File: src/tlk_tx_pkg.sv
// shared definitions for the TLK2711 transmit framer, normal mode only
// frame lengths are in bytes and are assumed even and nonzero
`default_nettype none

package tlk_tx_pkg;

    ////////////////////////////////////////////////////////////
    // 8b/10b control and data characters
    ////////////////////////////////////////////////////////////
    localparam logic [7:0] K28_5 = 8'hBC;
    localparam logic [7:0] D5_6  = 8'hC5;
    localparam logic [7:0] K27_7 = 8'hFB;
    localparam logic [7:0] K28_2 = 8'h5C;
    localparam logic [7:0] K29_7 = 8'hFD;
    localparam logic [7:0] K30_7 = 8'hFE;

    // frame header and type marks
    localparam logic [15:0] HEAD_0   = 16'hEB90;
    localparam logic [15:0] HEAD_1   = 16'hE116;
    localparam logic [7:0]  TX_IND   = 8'h81;
    localparam logic [7:0]  FILE_END = 8'h01;

    typedef enum logic [3:0] {
        idle, sync, sof, head, file_sign, frame_num, dlen, data, tail, eof, gap
    } tx_state_e;

    // one symbol pair on the serializer bus
    typedef struct packed {
        logic        tk_msb;
        logic        tk_lsb;
        logic [15:0] data;
    } line_sym_t;

    typedef struct packed {
        logic [15:0] body_len;
        logic [15:0] tail_len;
        logic [15:0] body_num;
    } frame_cfg_t;

    // DMA beat, written whole and read back lane by lane, lane 0 lowest
    typedef union packed {
        logic [63:0]      word;
        logic [3:0][15:0] lane;
    } dma_word_u;

    typedef struct packed {
        logic      fifo_empty;
        logic      fifo_full;
        tx_state_e state;
    } tx_status_t;

    // only the low byte of a comma is a K character
    localparam line_sym_t COMMA_SYM = line_sym_t'({1'b0, 1'b1, D5_6, K28_5});
    localparam line_sym_t SOF_SYM   = line_sym_t'({1'b1, 1'b1, K28_2, K27_7});
    localparam line_sym_t EOF_SYM   = line_sym_t'({1'b1, 1'b1, K29_7, K30_7});

endpackage

`default_nettype wire

File: src/tlk_tx_line_out.sv
// checksum and output register stage, exactly one cycle of latency
// sum is modulo 65536 and restarts on every SOF symbol
`timescale 1ns/1ps
`default_nettype none

module tlk_tx_line_out (
    input  wire                    clk,
    input  wire                    i_soft_reset,
    input  tlk_tx_pkg::line_sym_t  i_sym,
    input  wire                    i_sum_en,
    input  wire                    i_tail,
    output tlk_tx_pkg::line_sym_t  o_line
);

    logic [15:0] sum;
    logic        is_sof;

    assign is_sof = (i_sym == tlk_tx_pkg::SOF_SYM);

    ////////////////////////////////////////////////////////////
    // running sum over frame number, length and data words
    ////////////////////////////////////////////////////////////
    always_ff @(posedge clk) begin
        if (i_soft_reset) begin
            sum <= '0;
        end else if (is_sof) begin
            sum <= '0;
        end else if (i_sum_en) begin
            sum <= sum + i_sym.data;
        end
    end

    ////////////////////////////////////////////////////////////
    // line register
    ////////////////////////////////////////////////////////////
    // tail word arrives right after the last data word, so sum is complete
    always_ff @(posedge clk) begin
        if (i_soft_reset) begin
            o_line <= '0;
        end else if (i_tail) begin
            o_line.tk_msb <= i_sym.tk_msb;
            o_line.tk_lsb <= i_sym.tk_lsb;
            o_line.data   <= sum;
        end else begin
            o_line <= i_sym;
        end
    end

endmodule

`default_nettype wire

File: config.mk
export PLATFORM = sky130hd
export DESIGN_NAME = tlk_tx_line_out
export DESIGN_NICKNAME = d
export VERILOG_FILES = /design/src/tlk_tx_pkg.sv /design/src/tlk_tx_line_out.sv
export SDC_FILE = /design/constraint.sdc
export NUM_CORES = 1
export LEC_CHECK = 0
export BUFFER_PORTS_ARGS = -buffer_cell sky130_fd_sc_hd__buf_2
export CELL_PAD_IN_SITES_DETAIL_PLACEMENT = 0
export CELL_PAD_IN_SITES_GLOBAL_PLACEMENT = 1
export CORE_MARGIN = 2
export CORE_UTILIZATION = 41
export DETAILED_ROUTE_END_ITERATION = 8
export PLACE_DENSITY_LB_ADDON = 0.1
export SLEW_MARGIN = 20
export SYNTH_ARGS = -nofsm -noshare
export SYNTH_HDL_FRONTEND = slang
export SYNTH_SLANG_ARGS = --single-unit
File: constraint.sdc
create_clock -name clk -period 2.55 [get_ports clk]
set_clock_uncertainty 0.1 [all_clocks]
set_input_delay 0.1275 -clock clk [delete_from_list [all_inputs] [get_ports clk]]
set_output_delay 0.1275 -clock clk [all_outputs]
set_load 0.005 [all_outputs]
Word level (Yosys, flattened, before mapping)
Cells that the tools add are included.

Add/sub/neg operators: 1. Eq/ne operators: 1. Mux-type cells: 1. Reduce and logical (&&, ||, !) cells: 1.

Operator list (count): $eq A18 B18 Y1 const B (1); $add A16 B16 Y16 (1); $mux W16 (1); $reduce_or A2 Y1 (1).

Register bits: 34. Input port bits: 22. Output and inout bits: 18. Logic and storage cells: 8.

Logic depth before layout (Yosys ltp)
Depth in word-level cells: 2. Mapped depth: 9. Mapped depth without buffers: 9.

Least setup slack after synthesis
Ideal clock, no wire load.

Kind: register to register. From: reg sum[9]. To: reg sum[15]. Library setup time: 0.070 ns. Arrival: 2.012 ns. Required time: 2.380 ns. Path slack: 0.368 ns. Cell stages (with the launch flop): 9. Buffers on the path: 0. Period minus slack after synthesis: 2.182 ns. Cells stage by stage: dfxtp_1 -> ha_1 -> o21a_1 -> a21o_1 -> a31oi_2 -> a211oi_1 -> o21a_1 -> or4_1 -> a21oi_1.

Word-level cells in the longest chain between the ends: 1.

RTL lines: start, declared (RTL line tlk_tx_line_out.sv:15) `logic [15:0] sum;`; start signal, assigned (RTL line tlk_tx_line_out.sv:29) `sum <= sum + i_sym.data;`; $add A16 B16 Y16 (RTL line tlk_tx_line_out.sv:29).

Every way passes these cells. A chain may end at the register's enable or synchronous reset.

Final worst setup path
Same ends and word-level chain as after synthesis.

==> flow_summary.yaml <==
grt:
  grt_pass1_vias: 1518
  grt_pass1_wl_um: 7360
  grt_overflow: 0
  grt_start_max_net_pins: 20
  antenna_found_initial: 0
  grtUsageTotal: 0.182
cells_and_area:
  diodes: 0
  final_net_count: 300
  area_growth_pct: 17.6
  fillers: 470
  regArea_sq_um: 681
  multi_input_area_sq_um: 1210
  fin_area_sq_um: 2300
  drive_gt1_frac: 0.205
setup_path:
  startpoint_type: "flop"
  r2r_cells: 8
  crit_fanout: 6
  crit_chain: "ha_1 > o21a_1 > a21o_1 > a31oi_2 > a211oi_1 > o21a_1 > or4_1 > a21oi_1"
  reg2reg_to: "sum[15]$_SDFFE_PP0P_"
  worstPathArrival_ps: 2500
  timing.rr.start: "sum[9]$_SDFFE_PP0P_"
  criticalPathCategory: "flop to flop"
  crit_top_cell: "o21a_1"
  cp_top_family: "compound AO/OA/AOI/OAI gates"
  reg2reg_slack_ps: 150
  end_kind: "flop"
  crit_buf_inv: 0
  max_stage_delay_ps: 460
  crit_required_ps: 2660
  worst_path_max_delay_cell: "or4_1"
worst_hold_path:
  min-delay-start: "i_sym[14]"
  min_path_type: "input port to flop"
  min_to: "o_line[14]$_SDFF_PP0_"
  hold_depth: 3
timing:
  slew_headroom: 0.648
  tightest_slew_ps: 527
  finalHoldViolCount: 0
  finalMaxSlewViolations: 0
  rsz0062_at_grt: "no"
  finalSetupViolations: 0
  tns_ps: 0
  holdWs_ps: 15.9
  period_share: 0.940
  period_needed_ps: 2400
  fmax_mhz: 417
power_and_ir_drop:
  ir_drop_mv: 0.262
  share_comb_of_total_power: 0.308
  p_leak_uw: 0.00110
  power_switching_uw: 509
  p_int_uw: 1100
  clock_power_share: 0.304
  power_density_nw_per_um2: 700
  pwr-share-seq: 0.388
  p_sw_frac: 0.315
floorplanning:
  fp.dieArea_sq_um: 5350
  ioPinCount: 40
  start_util: 0.420
  dieWidth_um: 73.1
  num_rows: 25
  die_h_um: 73.1
  coreArea_sq_um: 4660
detailed_routing:
  drtIter0Drc: 41
  drt_pass1_iterations: 4
  ant_nets: 0
  route.met2.wl_um: 1900
  wl_per_cell_um: 14.3
  wl_met3_um: 158
  drc: 0
  top_layer: "met4"
  routed_wl_um: 4540
  vias: 1617
  m1WireLength_um: 2430
  via_per_inst: 5.10
clocking:
  clk_pin_slew_ps: 80
  clock_path_buffers: 2
  cts_tree: "yes"
  cts_root_buf: "clkbuf_8"
  worstSkewPairLatency_ps: 280
  cts_sinks: 34
  htree_levels: 2
  cts_made_buffers: 5
  post_cts_buffers: 0
logic_synthesis:
  avgSynthCellArea_sq_um: 8.78
  synth.top_cell.area_share: 0.348
  synthAdderAreaFrac: 0.106
  syn_inst: 223
  synth_compound_area_frac: 0.145
  synthSimpleGateAreaFrac: 0.191
  synth_commonest_cells: "43 x nor2_1, 34 x dfxtp_1, 26 x mux2i_1, 15 x ha_1, 14 x a21oi_1"
  synthArstFlopShare: 0
  synth.net_count: 261
  yosysSeqAreaShare: 0.348
  synthFlopType: "dfxtp_1"
  yosys-top-cells-area: "dfxtp_1 35%, mux2i_1 13%, ha_1 9.6%"
  synth_area_leader_cell: "dfxtp_1"
  ys_warn_count: 0
  syn_area_sq_um: 1960
  synth_most_common_cell: "nor2_1"
  synth_xor_xnor_area_share: 0.0447
  synth_top_family_by_area: "simple AND/OR/NAND/NOR gates"
  synth-seq-cells: 34
  synth_cell_types: 43
  synth_edf_count: 0
  yosys-mux-area-fraction: 0.133
run_status:
  status: "finished clean"
placement:
  place.port_buffers: 39
  place_hpwl_um: 3420
  place_congestion: 0.810
  place_area_sq_um: 2180
flow_run:
  maxCapViolCount: 0
-- how the worst max path moves through the flow --
stage                              startpoint  cells after the start                    to  slack, ps
after floorplan           sum[9]$_SDFFE_PP0P_                      8  sum[15]$_SDFFE_PP0P_        370
after global placement    sum[0]$_SDFFE_PP0P_                      9  sum[12]$_SDFFE_PP0P_        220
after detailed placement  sum[0]$_SDFFE_PP0P_                      9  sum[12]$_SDFFE_PP0P_        140
after CTS                 sum[0]$_SDFFE_PP0P_                      9  sum[12]$_SDFFE_PP0P_        130
after global routing      sum[9]$_SDFFE_PP0P_                      8  sum[15]$_SDFFE_PP0P_         50
final                     sum[9]$_SDFFE_PP0P_                      8  sum[15]$_SDFFE_PP0P_        150
-- cells in the final DEF, fill, tap and decap left out, drive strengths merged --
master and instances:
o31ai 1, nor3 4, nor4 1, clkbuf 7
o211ai 2, xor2 7, a211oi 5, dfxtp 34
and4b 1, bufinv 1, dlygate4sd3 2, o21ai 8
a21oi 14, nor3b 1, nand2 11, nand2b 1
or4 1, mux2i 26, nand4b 1, o21bai 2
inv 3, buf 40, xnor2 3, a311o 1
or2 1, fa 1, o21a 3, a31o 1
nand4 4, ha 15, a21o 2, a31oi 2
a21boi 2, nor2 44, nor2b 4, nand3 7
-- worst min-delay path: stages --
cell     delay [ps]
buf_2           100
mux2i_1          60
nor2_1           70
-- routing by layer --
metal  vias up  global-route usage
met2        36               0.262
met1       705               0.261
met4         0              0.0617
met5         -                   0
met3         4              0.0483
li1        872                   -
-- cells by family after synthesis --
family,count (synthesis)
simple gates,81
fa+ha+maj,16
buf+inv,13
flops,34
mux,26
xor+xnor,10
compound gates,43
-- cell type report --
class,instances,area share
Clock buffer,7,0.0332
Clock inverter,1,0.0130
Inverter,3,0.00489
Multi-Input combinational cell,176,0.527
Sequential cell,34,0.296
Tap cell,54,0.0293
Timing Repair Buffer,42,0.0967
-- power by group through the flow --
stage | registers, uW | logic [uW] | clock network (uW)
2_1_floorplan | 636 | 381 | 0
3_3_place_gp | 639 | 493 | 0
3_5_place_dp | 640 | 493 | 0
4_1_cts | 627 | 499 | 505
5_1_grt | 635 | 560 | 520
6_report | 626 | 496 | 490
-- state kept, by name (all words and copies together) (netlist names) --
register	cells
sum	16
o_line	18
-- repair_timing --
item / in CTS / in global routing
hold buffers: 2 / 0
gates resized for setup: 0 / 1
endpoints found under the setup margin: 0 / 1
hold endpoints to repair: 2 / 0
-- metrics by stage --
step | power (uW) | setup WS (ps) | cells | utilization
global placement | 1130 | 223 | 307 | 0.467
global route | 1720 | 46.0 | 317 | 0.494
finish | 1610 | 152 | 317 | 0.494
CTS | 1630 | 129 | 317 | 0.494
floorplan | 1020 | 368 | 223 | -
detailed placement | 1130 | 138 | 307 | 0.467
Note: power is estimated with default switching activity, not from simulation.
