**config.mk**
```make
export PLATFORM = sky130hd
export DESIGN_NAME = tlk_tx_framer
export DESIGN_NICKNAME = d
export VERILOG_FILES = /design/src/tlk_tx_pkg.sv /design/src/tlk_tx_framer.sv
export SDC_FILE = /design/constraint.sdc
export NUM_CORES = 1
export LEC_CHECK = 0
export BUFFER_PORTS_ARGS = -buffer_cell sky130_fd_sc_hd__buf_2
export CAP_MARGIN = 20
export CORE_ASPECT_RATIO = 1.5
export CORE_UTILIZATION = 45
export DETAILED_ROUTE_END_ITERATION = 10
export PLACE_DENSITY = 0.76
export SKIP_LAST_GASP = 1
export SYNTH_ARGS = -nofsm -noshare
export SYNTH_HDL_FRONTEND = slang
export SYNTH_SLANG_ARGS = --single-unit
export TNS_END_PERCENT = 10
```
**constraint.sdc**
```tcl
create_clock -name clk -period 3.6 [get_ports clk]
set_clock_uncertainty 0.1 [all_clocks]
set_input_delay 0.18 -clock clk [delete_from_list [all_inputs] [get_ports clk]]
set_output_delay 0.18 -clock clk [all_outputs]
set_load 0.01 [all_outputs]
```
**src/tlk_tx_pkg.sv**
```systemverilog
// shared definitions for the TLK2711 transmit framer, normal mode only
// frame lengths are in bytes and are assumed even and nonzero
`default_nettype none

package tlk_tx_pkg;

    ////////////////////////////////////////////////////////////
    // 8b/10b control and data characters
    ////////////////////////////////////////////////////////////
    localparam logic [7:0] K28_5 = 8'hBC;
    localparam logic [7:0] D5_6  = 8'hC5;
    localparam logic [7:0] K27_7 = 8'hFB;
    localparam logic [7:0] K28_2 = 8'h5C;
    localparam logic [7:0] K29_7 = 8'hFD;
    localparam logic [7:0] K30_7 = 8'hFE;

    // frame header and type marks
    localparam logic [15:0] HEAD_0   = 16'hEB90;
    localparam logic [15:0] HEAD_1   = 16'hE116;
    localparam logic [7:0]  TX_IND   = 8'h81;
    localparam logic [7:0]  FILE_END = 8'h01;

    typedef enum logic [3:0] {
        idle, sync, sof, head, file_sign, frame_num, dlen, data, tail, eof, gap
    } tx_state_e;

    // one symbol pair on the serializer bus
    typedef struct packed {
        logic        tk_msb;
        logic        tk_lsb;
        logic [15:0] data;
    } line_sym_t;

    typedef struct packed {
        logic [15:0] body_len;
        logic [15:0] tail_len;
        logic [15:0] body_num;
    } frame_cfg_t;

    // DMA beat, written whole and read back lane by lane, lane 0 lowest
    typedef union packed {
        logic [63:0]      word;
        logic [3:0][15:0] lane;
    } dma_word_u;

    typedef struct packed {
        logic      fifo_empty;
        logic      fifo_full;
        tx_state_e state;
    } tx_status_t;

    // only the low byte of a comma is a K character
    localparam line_sym_t COMMA_SYM = line_sym_t'({1'b0, 1'b1, D5_6, K28_5});
    localparam line_sym_t SOF_SYM   = line_sym_t'({1'b1, 1'b1, K28_2, K27_7});
    localparam line_sym_t EOF_SYM   = line_sym_t'({1'b1, 1'b1, K29_7, K30_7});

endpackage

`default_nettype wire

```
**src/tlk_tx_framer.sv**
```systemverilog
// frame sequencer; SYNC_LEN and GAP_LEN must be at least 1
// i_cfg must stay stable while a transfer runs
`timescale 1ns/1ps
`default_nettype none

module tlk_tx_framer #(
    parameter int SYNC_LEN = 6,
    parameter int GAP_LEN  = 256
) (
    input  wire                     clk,
    input  wire                     i_soft_reset,
    input  wire                     i_armed,
    input  tlk_tx_pkg::frame_cfg_t  i_cfg,
    input  wire                     i_fifo_empty,
    input  wire [15:0]              i_lane,
    output logic                    o_pop,
    output logic                    o_drop_rest,
    output tlk_tx_pkg::line_sym_t   o_sym,
    output logic                    o_sum_en,
    output logic                    o_tail,
    output tlk_tx_pkg::tx_state_e   o_state,
    output logic                    o_tx_interrupt
);

    localparam logic [15:0] SYNC_LAST = 16'(SYNC_LEN - 1);
    localparam logic [15:0] GAP_LAST  = 16'(GAP_LEN - 1);

    tlk_tx_pkg::tx_state_e st;

    // shared down-counter for sync, header, data and gap phases
    logic [15:0] cnt;
    logic [15:0] frame_cnt;
    logic        is_last;
    logic [15:0] frame_len;

    assign is_last   = (frame_cnt == i_cfg.body_num);
    assign frame_len = is_last ? i_cfg.tail_len : i_cfg.body_len;
    assign o_state   = st;

    ////////////////////////////////////////////////////////////
    // state, counters and interrupt
    ////////////////////////////////////////////////////////////
    always_ff @(posedge clk) begin
        if (i_soft_reset) begin
            st             <= tlk_tx_pkg::idle;
            cnt            <= '0;
            frame_cnt      <= '0;
            o_tx_interrupt <= 1'b0;
        end else begin
            o_tx_interrupt <= (st == tlk_tx_pkg::gap) && (cnt == '0) && is_last;
            case (st)
                tlk_tx_pkg::idle: begin
                    if (i_armed && !i_fifo_empty) begin
                        st        <= tlk_tx_pkg::sync;
                        cnt       <= SYNC_LAST;
                        frame_cnt <= '0;
                    end
                end
                tlk_tx_pkg::sync: begin
                    if (cnt == '0) st <= tlk_tx_pkg::sof;
                    else           cnt <= cnt - 16'd1;
                end
                tlk_tx_pkg::sof: begin
                    st  <= tlk_tx_pkg::head;
                    cnt <= 16'd1;
                end
                tlk_tx_pkg::head: begin
                    if (cnt == '0) st <= tlk_tx_pkg::file_sign;
                    else           cnt <= cnt - 16'd1;
                end
                tlk_tx_pkg::file_sign: st <= tlk_tx_pkg::frame_num;
                tlk_tx_pkg::frame_num: st <= tlk_tx_pkg::dlen;
                tlk_tx_pkg::dlen: begin
                    st  <= tlk_tx_pkg::data;
                    cnt <= {1'b0, frame_len[15:1]} - 16'd1;
                end
                tlk_tx_pkg::data: begin
                    // stall cycles do not count
                    if (!i_fifo_empty) begin
                        if (cnt == '0) st <= tlk_tx_pkg::tail;
                        else           cnt <= cnt - 16'd1;
                    end
                end
                tlk_tx_pkg::tail: st <= tlk_tx_pkg::eof;
                tlk_tx_pkg::eof: begin
                    st  <= tlk_tx_pkg::gap;
                    cnt <= GAP_LAST;
                end
                tlk_tx_pkg::gap: begin
                    if (cnt != '0) begin
                        cnt <= cnt - 16'd1;
                    end else if (is_last) begin
                        st <= tlk_tx_pkg::idle;
                    end else begin
                        st        <= tlk_tx_pkg::sof;
                        frame_cnt <= frame_cnt + 16'd1;
                    end
                end
                default: st <= tlk_tx_pkg::idle;
            endcase
        end
    end

    ////////////////////////////////////////////////////////////
    // symbol selection
    ////////////////////////////////////////////////////////////
    always_comb begin
        o_sym       = '0;
        o_pop       = 1'b0;
        o_drop_rest = 1'b0;
        o_sum_en    = 1'b0;
        o_tail      = 1'b0;
        case (st)
            tlk_tx_pkg::sync, tlk_tx_pkg::gap: o_sym = tlk_tx_pkg::COMMA_SYM;
            tlk_tx_pkg::sof: o_sym = tlk_tx_pkg::SOF_SYM;
            tlk_tx_pkg::head: o_sym.data = cnt[0] ? tlk_tx_pkg::HEAD_0 : tlk_tx_pkg::HEAD_1;
            tlk_tx_pkg::file_sign: begin
                o_sym.data = {tlk_tx_pkg::TX_IND, is_last ? tlk_tx_pkg::FILE_END : 8'h00};
            end
            tlk_tx_pkg::frame_num: begin
                o_sym.data = frame_cnt;
                o_sum_en   = 1'b1;
            end
            tlk_tx_pkg::dlen: begin
                o_sym.data = frame_len;
                o_sum_en   = 1'b1;
            end
            tlk_tx_pkg::data: begin
                if (i_fifo_empty) begin
                    // filler while the DMA catches up
                    o_sym = tlk_tx_pkg::COMMA_SYM;
                end else begin
                    o_sym.data  = i_lane;
                    o_pop       = 1'b1;
                    o_sum_en    = 1'b1;
                    o_drop_rest = (cnt == '0);
                end
            end
            // data left zero, the line stage fills in the checksum
            tlk_tx_pkg::tail: o_tail = 1'b1;
            tlk_tx_pkg::eof: o_sym = tlk_tx_pkg::EOF_SYM;
            default: o_sym = '0;
        endcase
    end

endmodule

`default_nettype wire

```
# After elaboration in Yosys (flattened, before gate mapping)
# Index checks and enable logic that the tools add are counted.
dict set report totals {
  ff_bits 37
  out_inout_bits 27
}
dict set report classes {
  n_addsub 3
  n_eq_ne 19
  n_mux 30
  n_reduce_logical 16
}
# operator n
set op_table {}
lappend op_table {{$mux 16} 9}
lappend op_table {{$pmux 16 s8} 1}
lappend op_table {{$pmux 16 s7} 1}
lappend op_table {{$pmux 4 s11} 1}
lappend op_table {{$pmux 16 s2} 1}
lappend op_table {{$mux 4} 6}
lappend op_table {{$add 16x1->16 const B} 1}
lappend op_table {{$eq 16x16->1} 1}
lappend op_table {{$eq 4x3->1 const B} 4}
lappend op_table {{$logic_not 16->1} 1}
lappend op_table {{$reduce_bool 16->1} 1}
lappend op_table {{$sub 15x1->16 const B} 1}
lappend op_table {{$sub 16x1->16 const B} 1}
lappend op_table {{$ne 2x2->1 const B} 7}
lappend op_table {{$eq 4x4->1 const B} 3}
lappend op_table {{$mux 12} 1}
lappend op_table {{$eq 4x2->1 const B} 2}
lappend op_table {{$reduce_and 4->1} 2}
lappend op_table {{$reduce_or 2->1} 4}
lappend op_table {{$mux 1} 7}
lappend op_table {{$reduce_bool 7->1} 1}
lappend op_table {{$pmux 2 s3} 1}
lappend op_table {{$reduce_and 6->1} 1}
lappend op_table {{$eq 4x1->1 const B} 1}
lappend op_table {{7 further kinds} 9}

# Depth between registers and ports, before layout
# Gate-level depths: netlist (run 1).
dict set report logic_depth {
  depth_word 4
  ltp_mapped 14
  mapped_depth_nobuf 12
}

# Worst setup path before layout (run 1)
# Ideal clock, no wire load.
dict set report synth_path {
  path_kind {register to register}
  startpoint {register frame_cnt[2]}
  endpoint {register cnt[12]}
  arrival_time_ns 2.610
  setup_slack_ns 0.768
  path_stages_with_launch 12
  n_path_buf 0
  synth_period_minus_slack_ns 2.832
  cell_sequence {dfxtp_1 -> xnor2_1 -> nand4_2 -> o41a_1 -> a211oi_1 -> nor2_1 -> inv_1 -> ha_1 -> inv_1 -> nor4_4 -> a311oi_1 -> a221o_1}
}
dict set report synth_via {
  elab_chain_len 4
}
# item line_no
set synth_lines {}
lappend synth_lines {{from (decl)} tlk_tx_framer.sv:32} ;# logic [15:0] frame_cnt;
lappend synth_lines {{from (signal assigned)} tlk_tx_framer.sv:96} ;# frame_cnt <= frame_cnt + 16'd1;
lappend synth_lines {{$eq 16x16->1} tlk_tx_framer.sv:36} ;# assign is_last = (frame_cnt == i_cfg.body_num);
lappend synth_lines {{$mux 16} tlk_tx_framer.sv:37} ;# assign frame_len = is_last ? i_cfg.tail_len : i_cfg.body_len;
lappend synth_lines {{$sub 15x1->16} tlk_tx_framer.sv:75} ;# cnt <= {1'b0, frame_len[15:1]} - 16'd1;
lappend synth_lines {{$pmux 16 s7} tlk_tx_framer.sv:51} ;# case (st)
lappend synth_lines {{to (signal assigned)} tlk_tx_framer.sv:61} ;# else cnt <= cnt - 16'd1;
lappend synth_lines {{to (signal assigned)} tlk_tx_framer.sv:75}
lappend synth_lines {{to (signal assigned)} tlk_tx_framer.sv:81} ;# else cnt <= cnt - 16'd1;
lappend synth_lines {{to (decl)} tlk_tx_framer.sv:31} ;# logic [15:0] cnt;
# No other way between the ends.
# A chain may end at the register's enable or synchronous reset.

# Worst setup path after layout (run 1)
dict set report layout_path {
  startpoint {register frame_cnt[6]}
  endpoint {register cnt[13]}
}
# The elaborated chain is that of the path after synthesis.

==> results of run 1 <==
==> per-layer routing <==
metal | track usage | vias up | share of wire
li1 | - | 2003 | -
met5 | 0 | - | 0
met4 | 0.196 | 0 | 0.056
met3 | 0.0403 | 44 | 0.061
met1 | 0.368 | 1995 | 0.39
met2 | 0.554 | 210 | 0.50
==> flip-flops by register name, summed over array words and instances (netlist names) <==
signal,count
o_tx_interrupt,1
cnt,16
o_state,4
frame_cnt,16
==> cell families after synthesis <==
group | Yosys count
simple gates | 214
compound gates | 162
buf+inv | 51
flops | 37
xor+xnor | 26
mux | 5
fa+ha+maj | 2
==> area by class of cell <==
| type | count | area, um^2 | area share |
|---|---|---|---|
| Multi-Input combinational cell | 409 | 2540 | 0.604 |
| Sequential cell | 37 | 741 | 0.176 |
| Timing Repair Buffer | 115 | 628 | 0.149 |
| Tap cell | 100 | 125 | 0.0297 |
| Clock buffer | 6 | 82.6 | 0.0196 |
| Inverter | 15 | 56.3 | 0.0134 |
| Clock inverter | 2 | 37.5 | 0.00891 |
==> worst max-delay path by stage <==
stage / endpoint / from / slack [ns]
floorplan: cnt[12] / frame_cnt[2] / 0.77
global placement: cnt[13] / frame_cnt[6] / 0.29
detailed placement: cnt[12] / frame_cnt[11] / 0.28
CTS: cnt[12] / frame_cnt[11] / 0.27
global route: cnt[12] / frame_cnt[11] / 0.05
finish: cnt[13] / frame_cnt[6] / 0.22
==> Yosys cell counts, types with 9 or more instances <==
cell | instances | area (um^2)
nor2_1 | 78 | 293
nand2_1 | 38 | 143
dfxtp_1 | 37 | 741
o21ai_0 | 36 | 180
a21oi_1 | 35 | 175
clkbuf_1 | 21 | 78.8
xnor2_1 | 21 | 184
a211oi_1 | 16 | 120
inv_1 | 15 | 56.3
nand2b_1 | 14 | 87.6
nand3_1 | 14 | 70.1
buf_2 | 11 | 55.1
o41a_1 | 11 | 124
nand4_1 | 10 | 62.6
and3_1 | 9 | 56.3
==> timing repair <==
item / CTS / global route
endpoints found under the hold margin: 0 / 0
hold buffers: 0 / 0
endpoints found under the setup margin: 0 / 1
==> stage by stage <==
step | cell area [um^2] | setup slack, ns
after floorplan | 3480 | 0.768
after global placement | 4090 | 0.291
after detailed placement | 4090 | 0.283
after CTS | 4210 | 0.267
after global routing | 4210 | 0.0530
final | 4210 | 0.224
==> where the power goes <==
| group | leakage (nW) | internal [W] | switching [W] |
|---|---|---|---|
| combinational | 1.35 | 0.000496 | 0.000827 |
| clock | 0.0574 | 0.000226 | 0.000172 |
| sequential | 0.300 | 0.000470 | 0.0000756 |
| total | 1.71 | 0.00119 | 0.00107 |
==> impl_results.md, run 1 <==
* Fin Hold WS at 0.196 ns
* Post-Syn Area at 3480 um^2
* Final Util at 0.572
* R2r worst-path depth at 9
* Area grow syn2layout at 21.1%
* Ports at 95
* Crit Path Category: reg -> reg
* Syn_area_per_cell at 7.00 um^2
* Post-CTS Setup Inserts at 0
* Gr usage total at 0.320
* Grt ovf at 0
* TritonCTS Buffers at 5
* Routability cong. at 0.940
* Core box area at 7370 um^2
* IO buf count at 94
* #FFs+latches synth at 37
* Layout Cells excl Fill at 684
* Worst path slowest cell: a211oi_1
* First-pass DRT Iterations at 5
* Worst-path cell chain: xnor2_1 > nand4_1 > buf_4 > o41a_1 > a211oi_1 > o22ai_1 > and4bb_1 > a21oi_1 > a211o_1
* Hold-critical path endpoint: cnt[1]
* Fin crit share at 0.938
* Most common cell after layout, fill and taps aside: buf_2
* Max IR drop VDD at 0.226 mV
* Worst slew margin at 0.563
* Crit end category: flip-flop
* Dominant synthesized flop cell: dfxtp_1
* Setup_tns at 0 ns
* Final hold violations at 0
* Initial core utilization at 0.472
* Total Wirelength at 12400 um
* Post-synth EDFFs at 0
* DRC errors left at 0
* Pwr dens at 538 nW/um^2
* Total Power Consumption at 0.00227 W
* Synth Area in Adders at 0.00719
* Most frequent cells in the layout: 94 x buf_2, 78 x nor2_1, 38 x nand2_1
* Final setup viols at 0
* MaxCap Viol Count at 0
* Chip height at 110 um
* Initial antenna violation count at 0
* CP max stage delay at 0.58 ns
* Worst EP arrival at 3.47 ns
* Post-synthesis compound-gate area fraction at 0.321
* Hold path start: i_soft_reset
* Yosys warning total at 0
* RR Endpoint: cnt[13]
* Clk sinks at 37
* Number of global-route vias before repair at 4018
* Post-synth ARST share at 0
* Cts repair resizes at 0
* Vias post-DR at 4252
* Critical path peak fanout at 9
* Post-Synth XOR/XNOR Area at 0.0676
* Clock-pin slew on the worst setup and hold paths at 0.09 ns
* Reg2reg start: frame_cnt[6]
* Worst-Skew Late Latency at 0.30 ns
* Total Nets Final at 653
* Synth Instances at 497
* Fmax at 296 MHz
* Row count at 38
* Worst path top cell family by delay: compound AO/OA/AOI/OAI gates
* Buf/Inv on CP at 1
* Mux cell area share after synthesis at 0.0151
* Filler instances at 721
* Worst min-delay path category: in -> reg
* Levels on crit path at 9
* RSZ-0062 raised after global routing: no
* Die width at 73.8 um
* H-tree Lvls at 2
* Final min period at 3.38 ns
* Leak at 1.71 nW
* Largest family of logic cells by synthesized area: compound AO/OA/AOI/OAI gates
* Initial DRC count at 340
* Net count after synthesis at 567
* Worst Setup Start Kind: flip-flop
* Status: completed
* Simple-gate share of the synthesized area at 0.316
* First-pass GRT wire length at 19600 um
* Placed insts at 676
* Max Slew Vio Count at 0
* Layout cells sized above 1 at 0.248
* Worst-Margin Slew at 0.652 ns
* Max Root-Sink Buffers at 2
* Critical Path RT at 3.69 ns
* Post-synthesis sequential area ratio at 0.213
* Largest net degree at the start of global routing at 33
* Reg2Reg Setup Slack at 0.22 ns
* CTS root buf: clkbuf_8
* TritonCTS clock tree: done
* Vias per cell at 6.22
* Die area at 8090 um^2
* Post-DP HPWL at 9730 um
* Ant. Diodes at 0
* Number of library cell types mapped by synthesis at 65
* Hold path cells at 2
* WL/cell at 18.2 um
* Remaining antenna violation count at 0
Power figures use the tool's default switching activity.
==> run 2: changes to the inputs <==
Settings changed: CORE_MARGIN set to 1.5.
==> impl_results.md, run 2 (synthesis results as in run 1) <==
* Vias per cell at 6.18
* TritonCTS clock tree: done
* Die width at 74.8 um
* WL/cell at 18.5 um
* Final min period at 3.24 ns
* Total Nets Final at 652
* Initial core utilization at 0.460
* MaxCap Viol Count at 0
* Cts repair resizes at 0
* Final worst slack at 0.355 ns
* Max IR drop VDD at 0.282 mV
* Routability cong. at 1.09
* Area grow syn2layout at 22.4%
* Ports at 95
* H-tree Lvls at 2
* Total Power Consumption at 0.00243 W
* Crit Path Category: reg -> reg
* Worst slew margin at 0.465
* Die area at 8280 um^2
* Grt ovf at 0
* Row count at 39
* CTS root buf: clkbuf_16
* IO buf count at 94
* Core box area at 7560 um^2
* Vias post-DR at 4230
* Largest net degree at the start of global routing at 37
* Hold path cells at 2
* Post-DP HPWL at 9770 um
* Post-DP Area at 4090 um^2
* Post-CTS Setup Inserts at 0
* Remaining antenna violation count at 0
* DRC errors left at 0
* RR Endpoint: cnt[12]
* Crit end category: flip-flop
* Post-route cell area at 4260 um^2
* Clk sinks at 37
* Leak at 1.73 nW
* Final setup viols at 0
* Worst min-delay path category: in -> reg
* Layout cells sized above 1 at 0.247
* Setup_tns at 0 ns
* Worst EP arrival at 3.33 ns
* Gr usage total at 0.313
* Final Util at 0.563
* Final hold violations at 0
* Reg2Reg Setup Slack at 0.36 ns
* First-pass GRT wire length at 19900 um
* Critical Path RT at 3.68 ns
* Worst Setup Start Kind: flip-flop
* TritonCTS Buffers at 5
* First-pass DRT Iterations at 5
* Chip height at 111 um
* Fin crit share at 0.901
* Most common cell after layout, fill and taps aside: buf_2
* Pwr dens at 569 nW/um^2
* Hold-critical path endpoint: o_state[2]
* Worst slack at placement at 0.446 ns
* Max Root-Sink Buffers at 2
* R2r worst-path depth at 11
* Ant. Diodes at 0
* CTS hold repair buffers at 0
* Worst-Margin Slew at 0.796 ns
* Status: completed
* Fmax at 308 MHz
* Max Slew Vio Count at 0
* Total Wirelength at 12700 um
* Worst-Skew Late Latency at 0.29 ns
* Hold path start: i_soft_reset
* Initial DRC count at 317
* Critical path peak fanout at 9
* Number of global-route vias before repair at 4113
* Reg2reg start: frame_cnt[11]
* Most frequent cells in the layout: 94 x buf_2, 78 x nor2_1, 38 x nand2_1
* RSZ-0062 raised after global routing: no
* Initial antenna violation count at 0
* Clock-pin slew on the worst setup and hold paths at 0.06 ns
run 2: cell count changes in the layout (fill, tap and decap cells not counted), sizes merged:
| cell | before | now |
|---|---|---|
| buf | 115 | 114 |
| clkbuf | 6 | 5 |
| clkinv | 0 | 1 |
run 2: where the power goes:
part	switching [W]	internal, W
sequential	0.0000624	0.000471
clock	0.000196	0.000328
combinational	0.000877	0.000492
total	0.00114	0.00129
run 2: metal layers:
metal	track usage	routed length, um	vias to the layer above
li1	-	-	2004
met1	0.343	4540	1934
met2	0.496	6180	221
met3	0.0836	1040	71
met4	0.239	915	0
met5	0	0	-
run 2: layout make-up:
class,instances,area (um^2)
timing repair buffer,114,621
sequential,37,741
tap,102,128
multi-input combinational,409,2540
inverter,15,56.3
clock inverter,3,46.3
clock buffer,5,125
fill,739,3300
run 2: how the worst max path moves through the flow:
| stage | startpoint | endpoint | slack (ns) | depth (start not counted) |
|---|---|---|---|---|
| 3_3_place_gp | frame_cnt[6] | cnt[12] | 0.52 | 11 |
| 5_1_grt | frame_cnt[2] | cnt[8] | 0.12 | 11 |
| 4_1_cts | frame_cnt[11] | cnt[12] | 0.42 | 11 |
| 6_report | frame_cnt[11] | cnt[12] | 0.36 | 11 |
| 2_1_floorplan | frame_cnt[2] | cnt[12] | 0.77 | 11 |
| 3_5_place_dp | frame_cnt[11] | cnt[12] | 0.45 | 11 |
run 2: critical path, cell delays in order (launching register included):
cell	delay [ns]
dfxtp_1	0.40
xnor2_1	0.16
nand4_1	0.20
o41a_1	0.52
a211oi_1	0.32
nor2_1	0.09
inv_1	0.07
ha_1	0.19
inv_1	0.10
nor4_4	0.53
a311oi_1	0.16
a221o_1	0.28
run 2: per-stage QoR:
stage,std cells,hold slack [ns]
2_1_floorplan,497,0.310
3_3_place_gp,677,0.369
3_5_place_dp,677,0.390
4_1_cts,685,0.200
5_1_grt,685,0.220
6_report,685,0.199
